**config.mk**
```make
export PLATFORM = sky130hd
export DESIGN_NAME = fpga_top
export DESIGN_NICKNAME = d
export VERILOG_FILES = /design/src/soc_pkg.sv /design/src/soc_bus_if.sv /design/src/clk_rst_gen.sv /design/src/bus_decode.sv /design/src/sys_regs.sv /design/src/gpio_regs.sv /design/src/read_mux.sv /design/src/fpga_top.sv
export SDC_FILE = /design/constraint.sdc
export NUM_CORES = 1
export LEC_CHECK = 0
export BUFFER_PORTS_ARGS = -buffer_cell sky130_fd_sc_hd__buf_4
export CAP_MARGIN = 25
export CORE_UTILIZATION = 37
export CTS_BUF_LIST = sky130_fd_sc_hd__clkbuf_4
export CTS_CLUSTER_DIAMETER = 50
export CTS_CLUSTER_SIZE = 30
export DETAILED_ROUTE_END_ITERATION = 8
export PLACE_DENSITY = 0.58
export SYNTH_ARGS = -nofsm -noshare
export SYNTH_HDL_FRONTEND = slang
export SYNTH_SLANG_ARGS = --single-unit
```
**constraint.sdc**
```tcl
create_clock -name i_sclk_p -period 3.64 [get_ports i_sclk_p]
set_input_delay 0.182 -clock i_sclk_p [delete_from_list [all_inputs] [get_ports i_sclk_p]]
set_output_delay 0.182 -clock i_sclk_p [all_outputs]
set_load 0.01 [all_outputs]
```
**src/soc_pkg.sv**
```systemverilog
package soc_pkg;

  // Bus geometry
  localparam int ADDR_W     = 8;
  localparam int DATA_W     = 32;
  localparam int OFFS_W     = 4;
  localparam int GPIO_MAX_W = 16;

  // Upper address nibble selects the peripheral
  typedef enum logic [3:0] {
    REGION_SYS  = 4'h0,
    REGION_GPIO = 4'h1
  } region_e;

  // System register offsets
  localparam logic [OFFS_W-1:0] SYS_ID      = 4'h0;
  localparam logic [OFFS_W-1:0] SYS_SCRATCH = 4'h1;
  localparam logic [OFFS_W-1:0] SYS_BADCNT  = 4'h2;

  // GPIO register offsets
  localparam logic [OFFS_W-1:0] GPIO_DIR    = 4'h0;
  localparam logic [OFFS_W-1:0] GPIO_OUT    = 4'h1;
  localparam logic [OFFS_W-1:0] GPIO_SETCLR = 4'h2;
  localparam logic [OFFS_W-1:0] GPIO_IN     = 4'h3;

  // Returned on a read of SYS_ID
  localparam logic [DATA_W-1:0] SOC_ID = 32'h5ec0_0c12;

  // Clear mask sits in the upper half
  typedef struct packed {
    logic [GPIO_MAX_W-1:0] clr;
    logic [GPIO_MAX_W-1:0] set;
  } gpio_mask_t;

  typedef union packed {
    logic [DATA_W-1:0] as_value;
    gpio_mask_t        as_mask;
  } gpio_wdata_u;

endpackage

```
**src/soc_bus_if.sv**
```systemverilog
`timescale 1ns/100ps

interface periph_req_if;

  logic                        sel_sys;
  logic                        sel_gpio;
  logic                        we;
  logic                        re;
  logic [soc_pkg::OFFS_W-1:0]  offset;
  logic [soc_pkg::DATA_W-1:0]  wdata;
  // Illegal access, never selects a peripheral
  logic                        bad;

  modport dec (
    output sel_sys, sel_gpio, we, re, offset, wdata, bad
  );

  modport periph (
    input sel_sys, sel_gpio, we, re, offset, wdata, bad
  );

  modport mon (
    input re, bad
  );

endinterface

```
**src/clk_rst_gen.sv**
```systemverilog
`timescale 1ns/100ps

module clk_rst_gen #(
  parameter int LOCK_CYCLES = 16
) (
  input  logic i_sclk_p,
  input  logic i_sclk_n,
  input  logic i_rst_n,
  output logic o_clk_bus,
  output logic o_bus_nrst,
  output logic o_sys_ready
);

  localparam int CNT_W = $clog2(LOCK_CYCLES + 1);

  logic [CNT_W-1:0] r_lock_cnt;
  logic             r_lock;
  logic             w_pre_nrst;
  logic [1:0]       r_rst_sync;

  // Differential receiver model
  assign o_clk_bus = i_sclk_p;

  // PLL lock delay, counter stops once locked
  always_ff @(posedge o_clk_bus or negedge i_rst_n) begin
    if (!i_rst_n) begin
      r_lock_cnt <= '0;
      r_lock     <= 1'b0;
    end else if (!r_lock) begin
      r_lock_cnt <= r_lock_cnt + 1'b1;
      if (r_lock_cnt == CNT_W'(LOCK_CYCLES - 1)) begin
        r_lock <= 1'b1;
      end
    end
  end

  // Board reset or lost lock resets the bus
  assign w_pre_nrst = i_rst_n & r_lock;

  always_ff @(posedge o_clk_bus or negedge w_pre_nrst) begin
    if (!w_pre_nrst) begin
      r_rst_sync <= 2'b00;
    end else begin
      r_rst_sync <= {r_rst_sync[0], 1'b1};
    end
  end

  assign o_bus_nrst  = r_rst_sync[1];
  assign o_sys_ready = r_rst_sync[1];

  a_nrst_until_lock: assert property (
    @(posedge o_clk_bus) disable iff (!i_rst_n) !r_lock |-> !o_bus_nrst
  );

  // Clock pair must stay complementary
  a_clk_diff: assert property (
    @(posedge o_clk_bus) disable iff (!i_rst_n) i_sclk_n != i_sclk_p
  );

endmodule

```
**src/bus_decode.sv**
```systemverilog
`timescale 1ns/100ps

module bus_decode (
  input  logic                       i_clk_bus,
  input  logic                       i_rst_n,
  input  logic                       i_we,
  input  logic                       i_re,
  input  logic [soc_pkg::ADDR_W-1:0] i_addr,
  input  logic [soc_pkg::DATA_W-1:0] i_wdata,
  periph_req_if.dec                  req
);

  soc_pkg::region_e           w_region;
  logic [soc_pkg::OFFS_W-1:0] w_offset;
  logic                       w_acc;
  logic                       w_legal;
  logic                       w_is_sys;
  logic                       w_is_gpio;

  assign w_region = soc_pkg::region_e'(i_addr[soc_pkg::ADDR_W-1 -: 4]);
  assign w_offset = i_addr[soc_pkg::OFFS_W-1:0];
  assign w_acc    = i_we | i_re;

  // Register map legality per direction
  always_comb begin
    w_legal   = 1'b0;
    w_is_sys  = 1'b0;
    w_is_gpio = 1'b0;
    case (w_region)
      soc_pkg::REGION_SYS: begin
        w_is_sys = 1'b1;
        case (w_offset)
          soc_pkg::SYS_ID:      w_legal = !i_we;
          soc_pkg::SYS_SCRATCH: w_legal = 1'b1;
          soc_pkg::SYS_BADCNT:  w_legal = !i_we;
          default:              w_legal = 1'b0;
        endcase
      end
      soc_pkg::REGION_GPIO: begin
        w_is_gpio = 1'b1;
        case (w_offset)
          soc_pkg::GPIO_DIR:    w_legal = 1'b1;
          soc_pkg::GPIO_OUT:    w_legal = 1'b1;
          soc_pkg::GPIO_SETCLR: w_legal = i_we;
          soc_pkg::GPIO_IN:     w_legal = !i_we;
          default:              w_legal = 1'b0;
        endcase
      end
      default: w_legal = 1'b0;
    endcase
  end

  // Stage 1 request
  always_ff @(posedge i_clk_bus or negedge i_rst_n) begin
    if (!i_rst_n) begin
      req.we       <= 1'b0;
      req.re       <= 1'b0;
      req.sel_sys  <= 1'b0;
      req.sel_gpio <= 1'b0;
      req.bad      <= 1'b0;
    end else begin
      req.we       <= i_we;
      req.re       <= i_re;
      req.sel_sys  <= w_acc & w_legal & w_is_sys;
      req.sel_gpio <= w_acc & w_legal & w_is_gpio;
      req.bad      <= w_acc & !w_legal;
    end
  end

  always_ff @(posedge i_clk_bus) begin
    req.offset <= w_offset;
    req.wdata  <= i_wdata;
  end

  a_one_strobe: assert property (
    @(posedge i_clk_bus) disable iff (!i_rst_n) !(i_we && i_re)
  );

endmodule

```
**src/sys_regs.sv**
```systemverilog
`timescale 1ns/100ps

module sys_regs (
  input  logic                       i_clk_bus,
  input  logic                       i_rst_n,
  periph_req_if.periph               req,
  output logic                       o_ack,
  output logic [soc_pkg::DATA_W-1:0] o_rdata
);

  logic [soc_pkg::DATA_W-1:0] r_scratch;
  logic [soc_pkg::DATA_W-1:0] r_badcnt;
  logic [soc_pkg::DATA_W-1:0] w_rdata;

  always_ff @(posedge i_clk_bus or negedge i_rst_n) begin
    if (!i_rst_n) begin
      r_scratch <= '0;
      r_badcnt  <= '0;
      o_ack     <= 1'b0;
    end else begin
      if (req.sel_sys && req.we && (req.offset == soc_pkg::SYS_SCRATCH)) begin
        r_scratch <= req.wdata;
      end
      // Counts every illegal access on the bus, saturating
      if (req.bad && (r_badcnt != '1)) begin
        r_badcnt <= r_badcnt + 1'b1;
      end
      o_ack <= req.sel_sys & req.re;
    end
  end

  always_comb begin
    case (req.offset)
      soc_pkg::SYS_ID:      w_rdata = soc_pkg::SOC_ID;
      soc_pkg::SYS_SCRATCH: w_rdata = r_scratch;
      soc_pkg::SYS_BADCNT:  w_rdata = r_badcnt;
      default:              w_rdata = '0;
    endcase
  end

  always_ff @(posedge i_clk_bus) begin
    o_rdata <= w_rdata;
  end

endmodule

```
**src/gpio_regs.sv**
```systemverilog
`timescale 1ns/100ps

module gpio_regs #(
  parameter int GPIO_W = 12
) (
  input  logic                       i_clk_bus,
  input  logic                       i_rst_n,
  periph_req_if.periph               req,
  input  logic [GPIO_W-1:0]          i_gpio,
  output logic [GPIO_W-1:0]          o_gpio,
  output logic [GPIO_W-1:0]          o_gpio_dir,
  output logic                       o_ack,
  output logic [soc_pkg::DATA_W-1:0] o_rdata
);

  soc_pkg::gpio_wdata_u       w_wdata;
  logic [GPIO_W-1:0]          r_dir;
  logic [GPIO_W-1:0]          r_out;
  logic [GPIO_W-1:0]          r_in_meta;
  logic [GPIO_W-1:0]          r_in_sync;
  logic [soc_pkg::DATA_W-1:0] w_rdata;

  assign w_wdata = req.wdata;

  always_ff @(posedge i_clk_bus or negedge i_rst_n) begin
    if (!i_rst_n) begin
      r_dir <= '0;
      r_out <= '0;
      o_ack <= 1'b0;
    end else begin
      if (req.sel_gpio && req.we) begin
        case (req.offset)
          soc_pkg::GPIO_DIR: r_dir <= w_wdata.as_value[GPIO_W-1:0];
          soc_pkg::GPIO_OUT: r_out <= w_wdata.as_value[GPIO_W-1:0];
          // Set first, then clear, so clear wins on overlap
          soc_pkg::GPIO_SETCLR: begin
            r_out <= (r_out | w_wdata.as_mask.set[GPIO_W-1:0]) &
                     ~w_wdata.as_mask.clr[GPIO_W-1:0];
          end
          default: r_out <= r_out;
        endcase
      end
      o_ack <= req.sel_gpio & req.re;
    end
  end

  // Two-flop synchronizer on the pins
  always_ff @(posedge i_clk_bus) begin
    r_in_meta <= i_gpio;
    r_in_sync <= r_in_meta;
  end

  always_comb begin
    case (req.offset)
      soc_pkg::GPIO_DIR: w_rdata = soc_pkg::DATA_W'(r_dir);
      soc_pkg::GPIO_OUT: w_rdata = soc_pkg::DATA_W'(r_out);
      soc_pkg::GPIO_IN:  w_rdata = soc_pkg::DATA_W'(r_in_sync);
      default:           w_rdata = '0;
    endcase
  end

  always_ff @(posedge i_clk_bus) begin
    o_rdata <= w_rdata;
  end

  assign o_gpio     = r_out;
  assign o_gpio_dir = r_dir;

  a_gpio_width: assert property (
    @(posedge i_clk_bus) (GPIO_W >= 1) && (GPIO_W <= soc_pkg::GPIO_MAX_W)
  );

endmodule

```
**src/read_mux.sv**
```systemverilog
`timescale 1ns/100ps

module read_mux (
  input  logic                       i_clk_bus,
  input  logic                       i_rst_n,
  periph_req_if.mon                  req,
  input  logic                       i_sys_ack,
  input  logic                       i_gpio_ack,
  input  logic [soc_pkg::DATA_W-1:0] i_sys_rdata,
  input  logic [soc_pkg::DATA_W-1:0] i_gpio_rdata,
  output logic [soc_pkg::DATA_W-1:0] o_rdata,
  output logic                       o_rvalid,
  output logic                       o_err
);

  logic r_bad_d;
  logic r_re_d;

  // Align request flags with the stage 2 acks
  always_ff @(posedge i_clk_bus or negedge i_rst_n) begin
    if (!i_rst_n) begin
      r_bad_d  <= 1'b0;
      r_re_d   <= 1'b0;
      o_rvalid <= 1'b0;
      o_err    <= 1'b0;
    end else begin
      r_bad_d  <= req.bad;
      r_re_d   <= req.re;
      o_rvalid <= i_sys_ack | i_gpio_ack | (r_bad_d & r_re_d);
      o_err    <= r_bad_d;
    end
  end

  // Bad read returns zero
  always_ff @(posedge i_clk_bus) begin
    if (i_sys_ack) begin
      o_rdata <= i_sys_rdata;
    end else if (i_gpio_ack) begin
      o_rdata <= i_gpio_rdata;
    end else begin
      o_rdata <= '0;
    end
  end

  a_ack_onehot: assert property (
    @(posedge i_clk_bus) disable iff (!i_rst_n) !(i_sys_ack && i_gpio_ack)
  );

  // A legal read must be acknowledged by exactly one peripheral
  a_read_acked: assert property (
    @(posedge i_clk_bus) disable iff (!i_rst_n)
      (r_re_d && !r_bad_d) |-> (i_sys_ack || i_gpio_ack)
  );

endmodule

```
**src/fpga_top.sv**
```systemverilog
`timescale 1ns/100ps

module fpga_top #(
  parameter int LOCK_CYCLES = 16,
  parameter int GPIO_W      = 12
) (
  input  logic                       i_rst_n,
  input  logic                       i_sclk_p,
  input  logic                       i_sclk_n,
  input  logic                       i_bus_we,
  input  logic                       i_bus_re,
  input  logic [soc_pkg::ADDR_W-1:0] i_bus_addr,
  input  logic [soc_pkg::DATA_W-1:0] i_bus_wdata,
  output logic [soc_pkg::DATA_W-1:0] o_bus_rdata,
  output logic                       o_bus_rvalid,
  output logic                       o_bus_err,
  input  logic [GPIO_W-1:0]          i_gpio,
  output logic [GPIO_W-1:0]          o_gpio,
  output logic [GPIO_W-1:0]          o_gpio_dir,
  output logic                       o_sys_ready
);

  logic                       w_clk_bus;
  logic                       w_bus_nrst;
  logic                       w_sys_ack;
  logic                       w_gpio_ack;
  logic [soc_pkg::DATA_W-1:0] wb_sys_rdata;
  logic [soc_pkg::DATA_W-1:0] wb_gpio_rdata;

  periph_req_if w_req ();

  clk_rst_gen #(
    .LOCK_CYCLES(LOCK_CYCLES)
  ) pll0 (
    .i_sclk_p   (i_sclk_p),
    .i_sclk_n   (i_sclk_n),
    .i_rst_n    (i_rst_n),
    .o_clk_bus  (w_clk_bus),
    .o_bus_nrst (w_bus_nrst),
    .o_sys_ready(o_sys_ready)
  );

  bus_decode dec0 (
    .i_clk_bus(w_clk_bus),
    .i_rst_n  (w_bus_nrst),
    .i_we     (i_bus_we),
    .i_re     (i_bus_re),
    .i_addr   (i_bus_addr),
    .i_wdata  (i_bus_wdata),
    .req      (w_req.dec)
  );

  sys_regs sys0 (
    .i_clk_bus(w_clk_bus),
    .i_rst_n  (w_bus_nrst),
    .req      (w_req.periph),
    .o_ack    (w_sys_ack),
    .o_rdata  (wb_sys_rdata)
  );

  gpio_regs #(
    .GPIO_W(GPIO_W)
  ) gpio0 (
    .i_clk_bus (w_clk_bus),
    .i_rst_n   (w_bus_nrst),
    .req       (w_req.periph),
    .i_gpio    (i_gpio),
    .o_gpio    (o_gpio),
    .o_gpio_dir(o_gpio_dir),
    .o_ack     (w_gpio_ack),
    .o_rdata   (wb_gpio_rdata)
  );

  read_mux rmux0 (
    .i_clk_bus   (w_clk_bus),
    .i_rst_n     (w_bus_nrst),
    .req         (w_req.mon),
    .i_sys_ack   (w_sys_ack),
    .i_gpio_ack  (w_gpio_ack),
    .i_sys_rdata (wb_sys_rdata),
    .i_gpio_rdata(wb_gpio_rdata),
    .o_rdata     (o_bus_rdata),
    .o_rvalid    (o_bus_rvalid),
    .o_err       (o_bus_err)
  );

endmodule

```
==> qor.yml <==
clocking:
  cts.sinks: 243
  clk_latency_ns: 0.69
  clk_pin_slew_ns: 0.17
  cts_root_buffer: "clkbuf_4"
  postCtsSetupBuffers: 0
  cts.htree.levels: 1
  cts_tree: "built"
  numCtsBuffers: 24
  cts_buffer_depth: 3
final_layout:
  nFillCells: 1985
  regArea_um2: 5400
  area_growth_pct: 26.6
  fin_area_um2: 10400
  drive_gt1_share_pct: 28.0
  multi_input_area_um2: 2590
  num-nets-final: 896
routing:
  drc: 0
  drt_first_iter_violations: 230
  vias: 5512
  via_per_inst: 4.86
  wl_per_cell_um: 16.2
  wl_um: 18400
  drtPass1Iterations: 4
  antenna_left: 0
pwr:
  peakVddDrop_uv: 394
  leakage_nw: 4.66
  power.density_nw_per_um2: 466
synth:
  synth.area.mux_share_pct: 8.13
  syn_inst: 660
  yosys_warnings: 0
  synth_compound_area_share_pct: 9.59
  synth_top_family_by_area: "simple AND/OR/NAND/NOR gates"
  async_reset_ff_share_pct: 44.0
  syn_nets: 720
  synth_area_leader_cell: "dfxtp_1"
  synth_xor_area_share_pct: 3.43
  ys_ff_latch: 243
  syn-cell-area_um2: 8180
  synthAdderAreaFrac_pct: 0.459
  syn_avg_cell_area_um2: 12.4
  seq_area_frac_synth_pct: 66.0
  yosys_most_used_dff: "dfxtp_1"
  synth-edff-count: 0
  yosysUniqueCellTypes: 48
  synth_top_area_share_pct: 33.3
  synth.area.top_cells: "dfxtp_1 (33%), dfrtp_1 (33%), mux2_2 (8.1%)"
  synthSimpleGateAreaFrac_pct: 9.95
floorplan:
  start_util_pct: 37.6
  fp.dieH_um: 151
  std_cell_rows: 54
  io-pin-count: 116
  coreArea_um2: 21800
  die_width_um: 151
  dieArea_um2: 22700
timing:
  setup_ws_ns: 1.32
  setup_viol: 0
  max_freq_mhz: 431
  layout_min_cycle_time_ns: 2.32
  finalHoldWorstSlack_ns: 0.126
  finalCritPeriodShare_pct: 63.8
  fin_skew_ns: 0.0506
  timing.final.hold_violations: 0
  drv_slew: 0
  setup-tns-final_ns: 0
  tightestPinTransition_ns: 1.04
  rsz0062_at_grt: "false"
  max_slew_margin_pct: 30.7
setup_path:
  r2r_end: "sys0.r_badcnt[0]"
  reg2reg_slack_ns: 1.32
  crit_fanout: 9
  worstSetupEndpointType: "flop"
  cp.arrival_ns: 2.90
  crit_required_ns: 4.22
  critPathKind: "reg -> reg"
  cp-start-kind: "flop"
  r2r_cells: 6
  reg2reg_from: "sys0.r_badcnt[0]"
min_path:
  hold_class: "in -> reg"
  hold_start: "i_bus_wdata[2]"
  holdPathEnd: "dec0.req.wdata[2]"
  min_delay_path_depth: 2
placed_design:
  dpl.hpwl_um: 12500
  dpl_worst_slack_ns: 1.35
  place_area_um2: 9340
  port_buffers: 114
  gp_congestion: 0.840
grt:
  grt_pass1_wl_um: 28900
  grt_max_degree: 39
  grt_use_total_pct: 16.4
  antenna_found_initial: 1
  grt_pass1_vias: 5532
  grt_overflow: 0
flow_run:
  drv_cap: 0
status:
  status: "completed"
==> stage by stage <==
step | power, mW | util (%) | instances
2_1_floorplan | 3.06 | - | 660
3_3_place_gp | 3.19 | 42.9 | 1032
3_5_place_dp | 3.21 | 42.9 | 1032
4_1_cts | 4.88 | 47.5 | 1132
5_1_grt | 5.04 | 47.6 | 1135
6_report | 4.82 | 47.6 | 1135
==> cell type report <==
type                            instances  share of cell area [%]
Tap cell                              280                    3.38
Sequential cell                       243                    52.2
Timing Repair Buffer                  181                    14.5
Clock buffer                           26                    1.89
Inverter                               17                   0.616
Clock inverter                         18                    2.28
Multi-Input combinational cell        369                    25.1
Antenna cell                            1                  0.0242
==> sequential cells by signal (all words and copies together), names as in the netlist, 2 cells and up <==
register,cells
gpio0.r_in_meta,12
rmux0.o_rdata,32
gpio0.o_rdata,12
sys0.r_scratch,32
dec0.req.wdata,32
sys0.r_badcnt,32
gpio0.r_in_sync,12
pll0.r_rst_sync,2
gpio0.o_gpio_dir,12
sys0.o_rdata,32
dec0.req.offset,4
gpio0.o_gpio,12
pll0.r_lock_cnt,5
==> kinds of logic after synthesis <==
group	after synthesis
flip-flops	243
AND/OR/NAND/NOR	158
AO/OA/AOI/OAI	116
multiplexers	59
buffers and inverters	48
XOR/XNOR	32
adder cells (fa/ha/maj)	3
other	1
==> worst max path at each step <==
stage | start | endpoint | cells past startpoint
2_1_floorplan | pll0.r_rst_sync[1] | dec0.req.bad | 0
6_report | sys0.r_badcnt[0] | sys0.r_badcnt[0] | 6
3_5_place_dp | sys0.r_badcnt[0] | sys0.r_badcnt[0] | 6
5_1_grt | sys0.r_badcnt[2] | sys0.r_badcnt[31] | 5
4_1_cts | sys0.r_badcnt[0] | sys0.r_badcnt[0] | 6
3_3_place_gp | sys0.r_badcnt[0] | sys0.r_badcnt[0] | 6
==> cell usage in the layout (no fill, tap or decap), types with 3 or more instances in the layout <==
| cell | synthesis | final |
|---|---|---|
| mux2_2 | 59 | 59 |
| dfrtp_1 | 107 | 106 |
| buf_4 | 0 | 124 |
| inv_1 | 17 | 17 |
| inv_6 | 0 | 3 |
| nor2_1 | 44 | 44 |
| a22o_1 | 32 | 32 |
| nand4_1 | 8 | 8 |
| and2_1 | 23 | 23 |
| clkinv_8 | 0 | 4 |
| and3_1 | 5 | 5 |
| clkbuf_4 | 0 | 26 |
| xor2_1 | 7 | 7 |
| ha_1 | 3 | 3 |
| nor4_1 | 7 | 6 |
| or4_4 | 3 | 3 |
| nor3_1 | 7 | 6 |
| o21ai_0 | 13 | 13 |
| a211oi_1 | 4 | 4 |
| xnor2_1 | 25 | 25 |
| a21oi_1 | 44 | 44 |
| dlygate4sd3_1 | 0 | 56 |
| dfxtp_1 | 136 | 136 |
| nand3_1 | 13 | 13 |
| a22oi_1 | 12 | 12 |
| nand2_1 | 32 | 32 |
==> critical path: stages (launching register included) <==
cell and delay (ns):
dfrtp_1 0.46, ha_1 0.25, inv_1 0.10, or4_1 0.57, or4_4 0.51, and2_4 0.20, xor2_1 0.14
==> what timing repair did <==
| action | CTS | global route |
|---|---|---|
| hold buffers | 56 | 0 |
| resized for setup | 0 | 0 |
| endpoints found under the setup margin | 0 | 0 |
| hold endpoints to repair | 61 | 0 |
==> per-layer routing <==
layer	track usage (%)	routed length [um]	up-vias
li1	-	-	2654
met3	2.97	961	35
met2	27.8	8890	144
met1	21.2	8190	2679
met4	4.95	357	0
met5	0	0	-
==> synthesized netlist by cell type (all sizes together), types with 13 or more instances <==
| cell type | instances |
|---|---|
| mux2 | 59 |
| and2 | 24 |
| a22o | 32 |
| nand3 | 13 |
| dfxtp | 136 |
| o21ai | 14 |
| nand2 | 32 |
| xnor2 | 25 |
| dfrtp | 107 |
| a21oi | 44 |
| inv | 17 |
| clkbuf | 21 |
| nor2 | 44 |
==> report_power, final <==
| part | leakage [nW] | switching [mW] | internal (mW) | total, mW |
|---|---|---|---|---|
| clock network | 0.231 | 1.04 | 0.583 | 1.63 |
| logic | 1.89 | 0.152 | 0.169 | 0.320 |
| registers | 2.53 | 0.100 | 2.78 | 2.88 |
| total | 4.66 | 1.30 | 3.53 | 4.82 |
(Power assumes the default switching activity.)
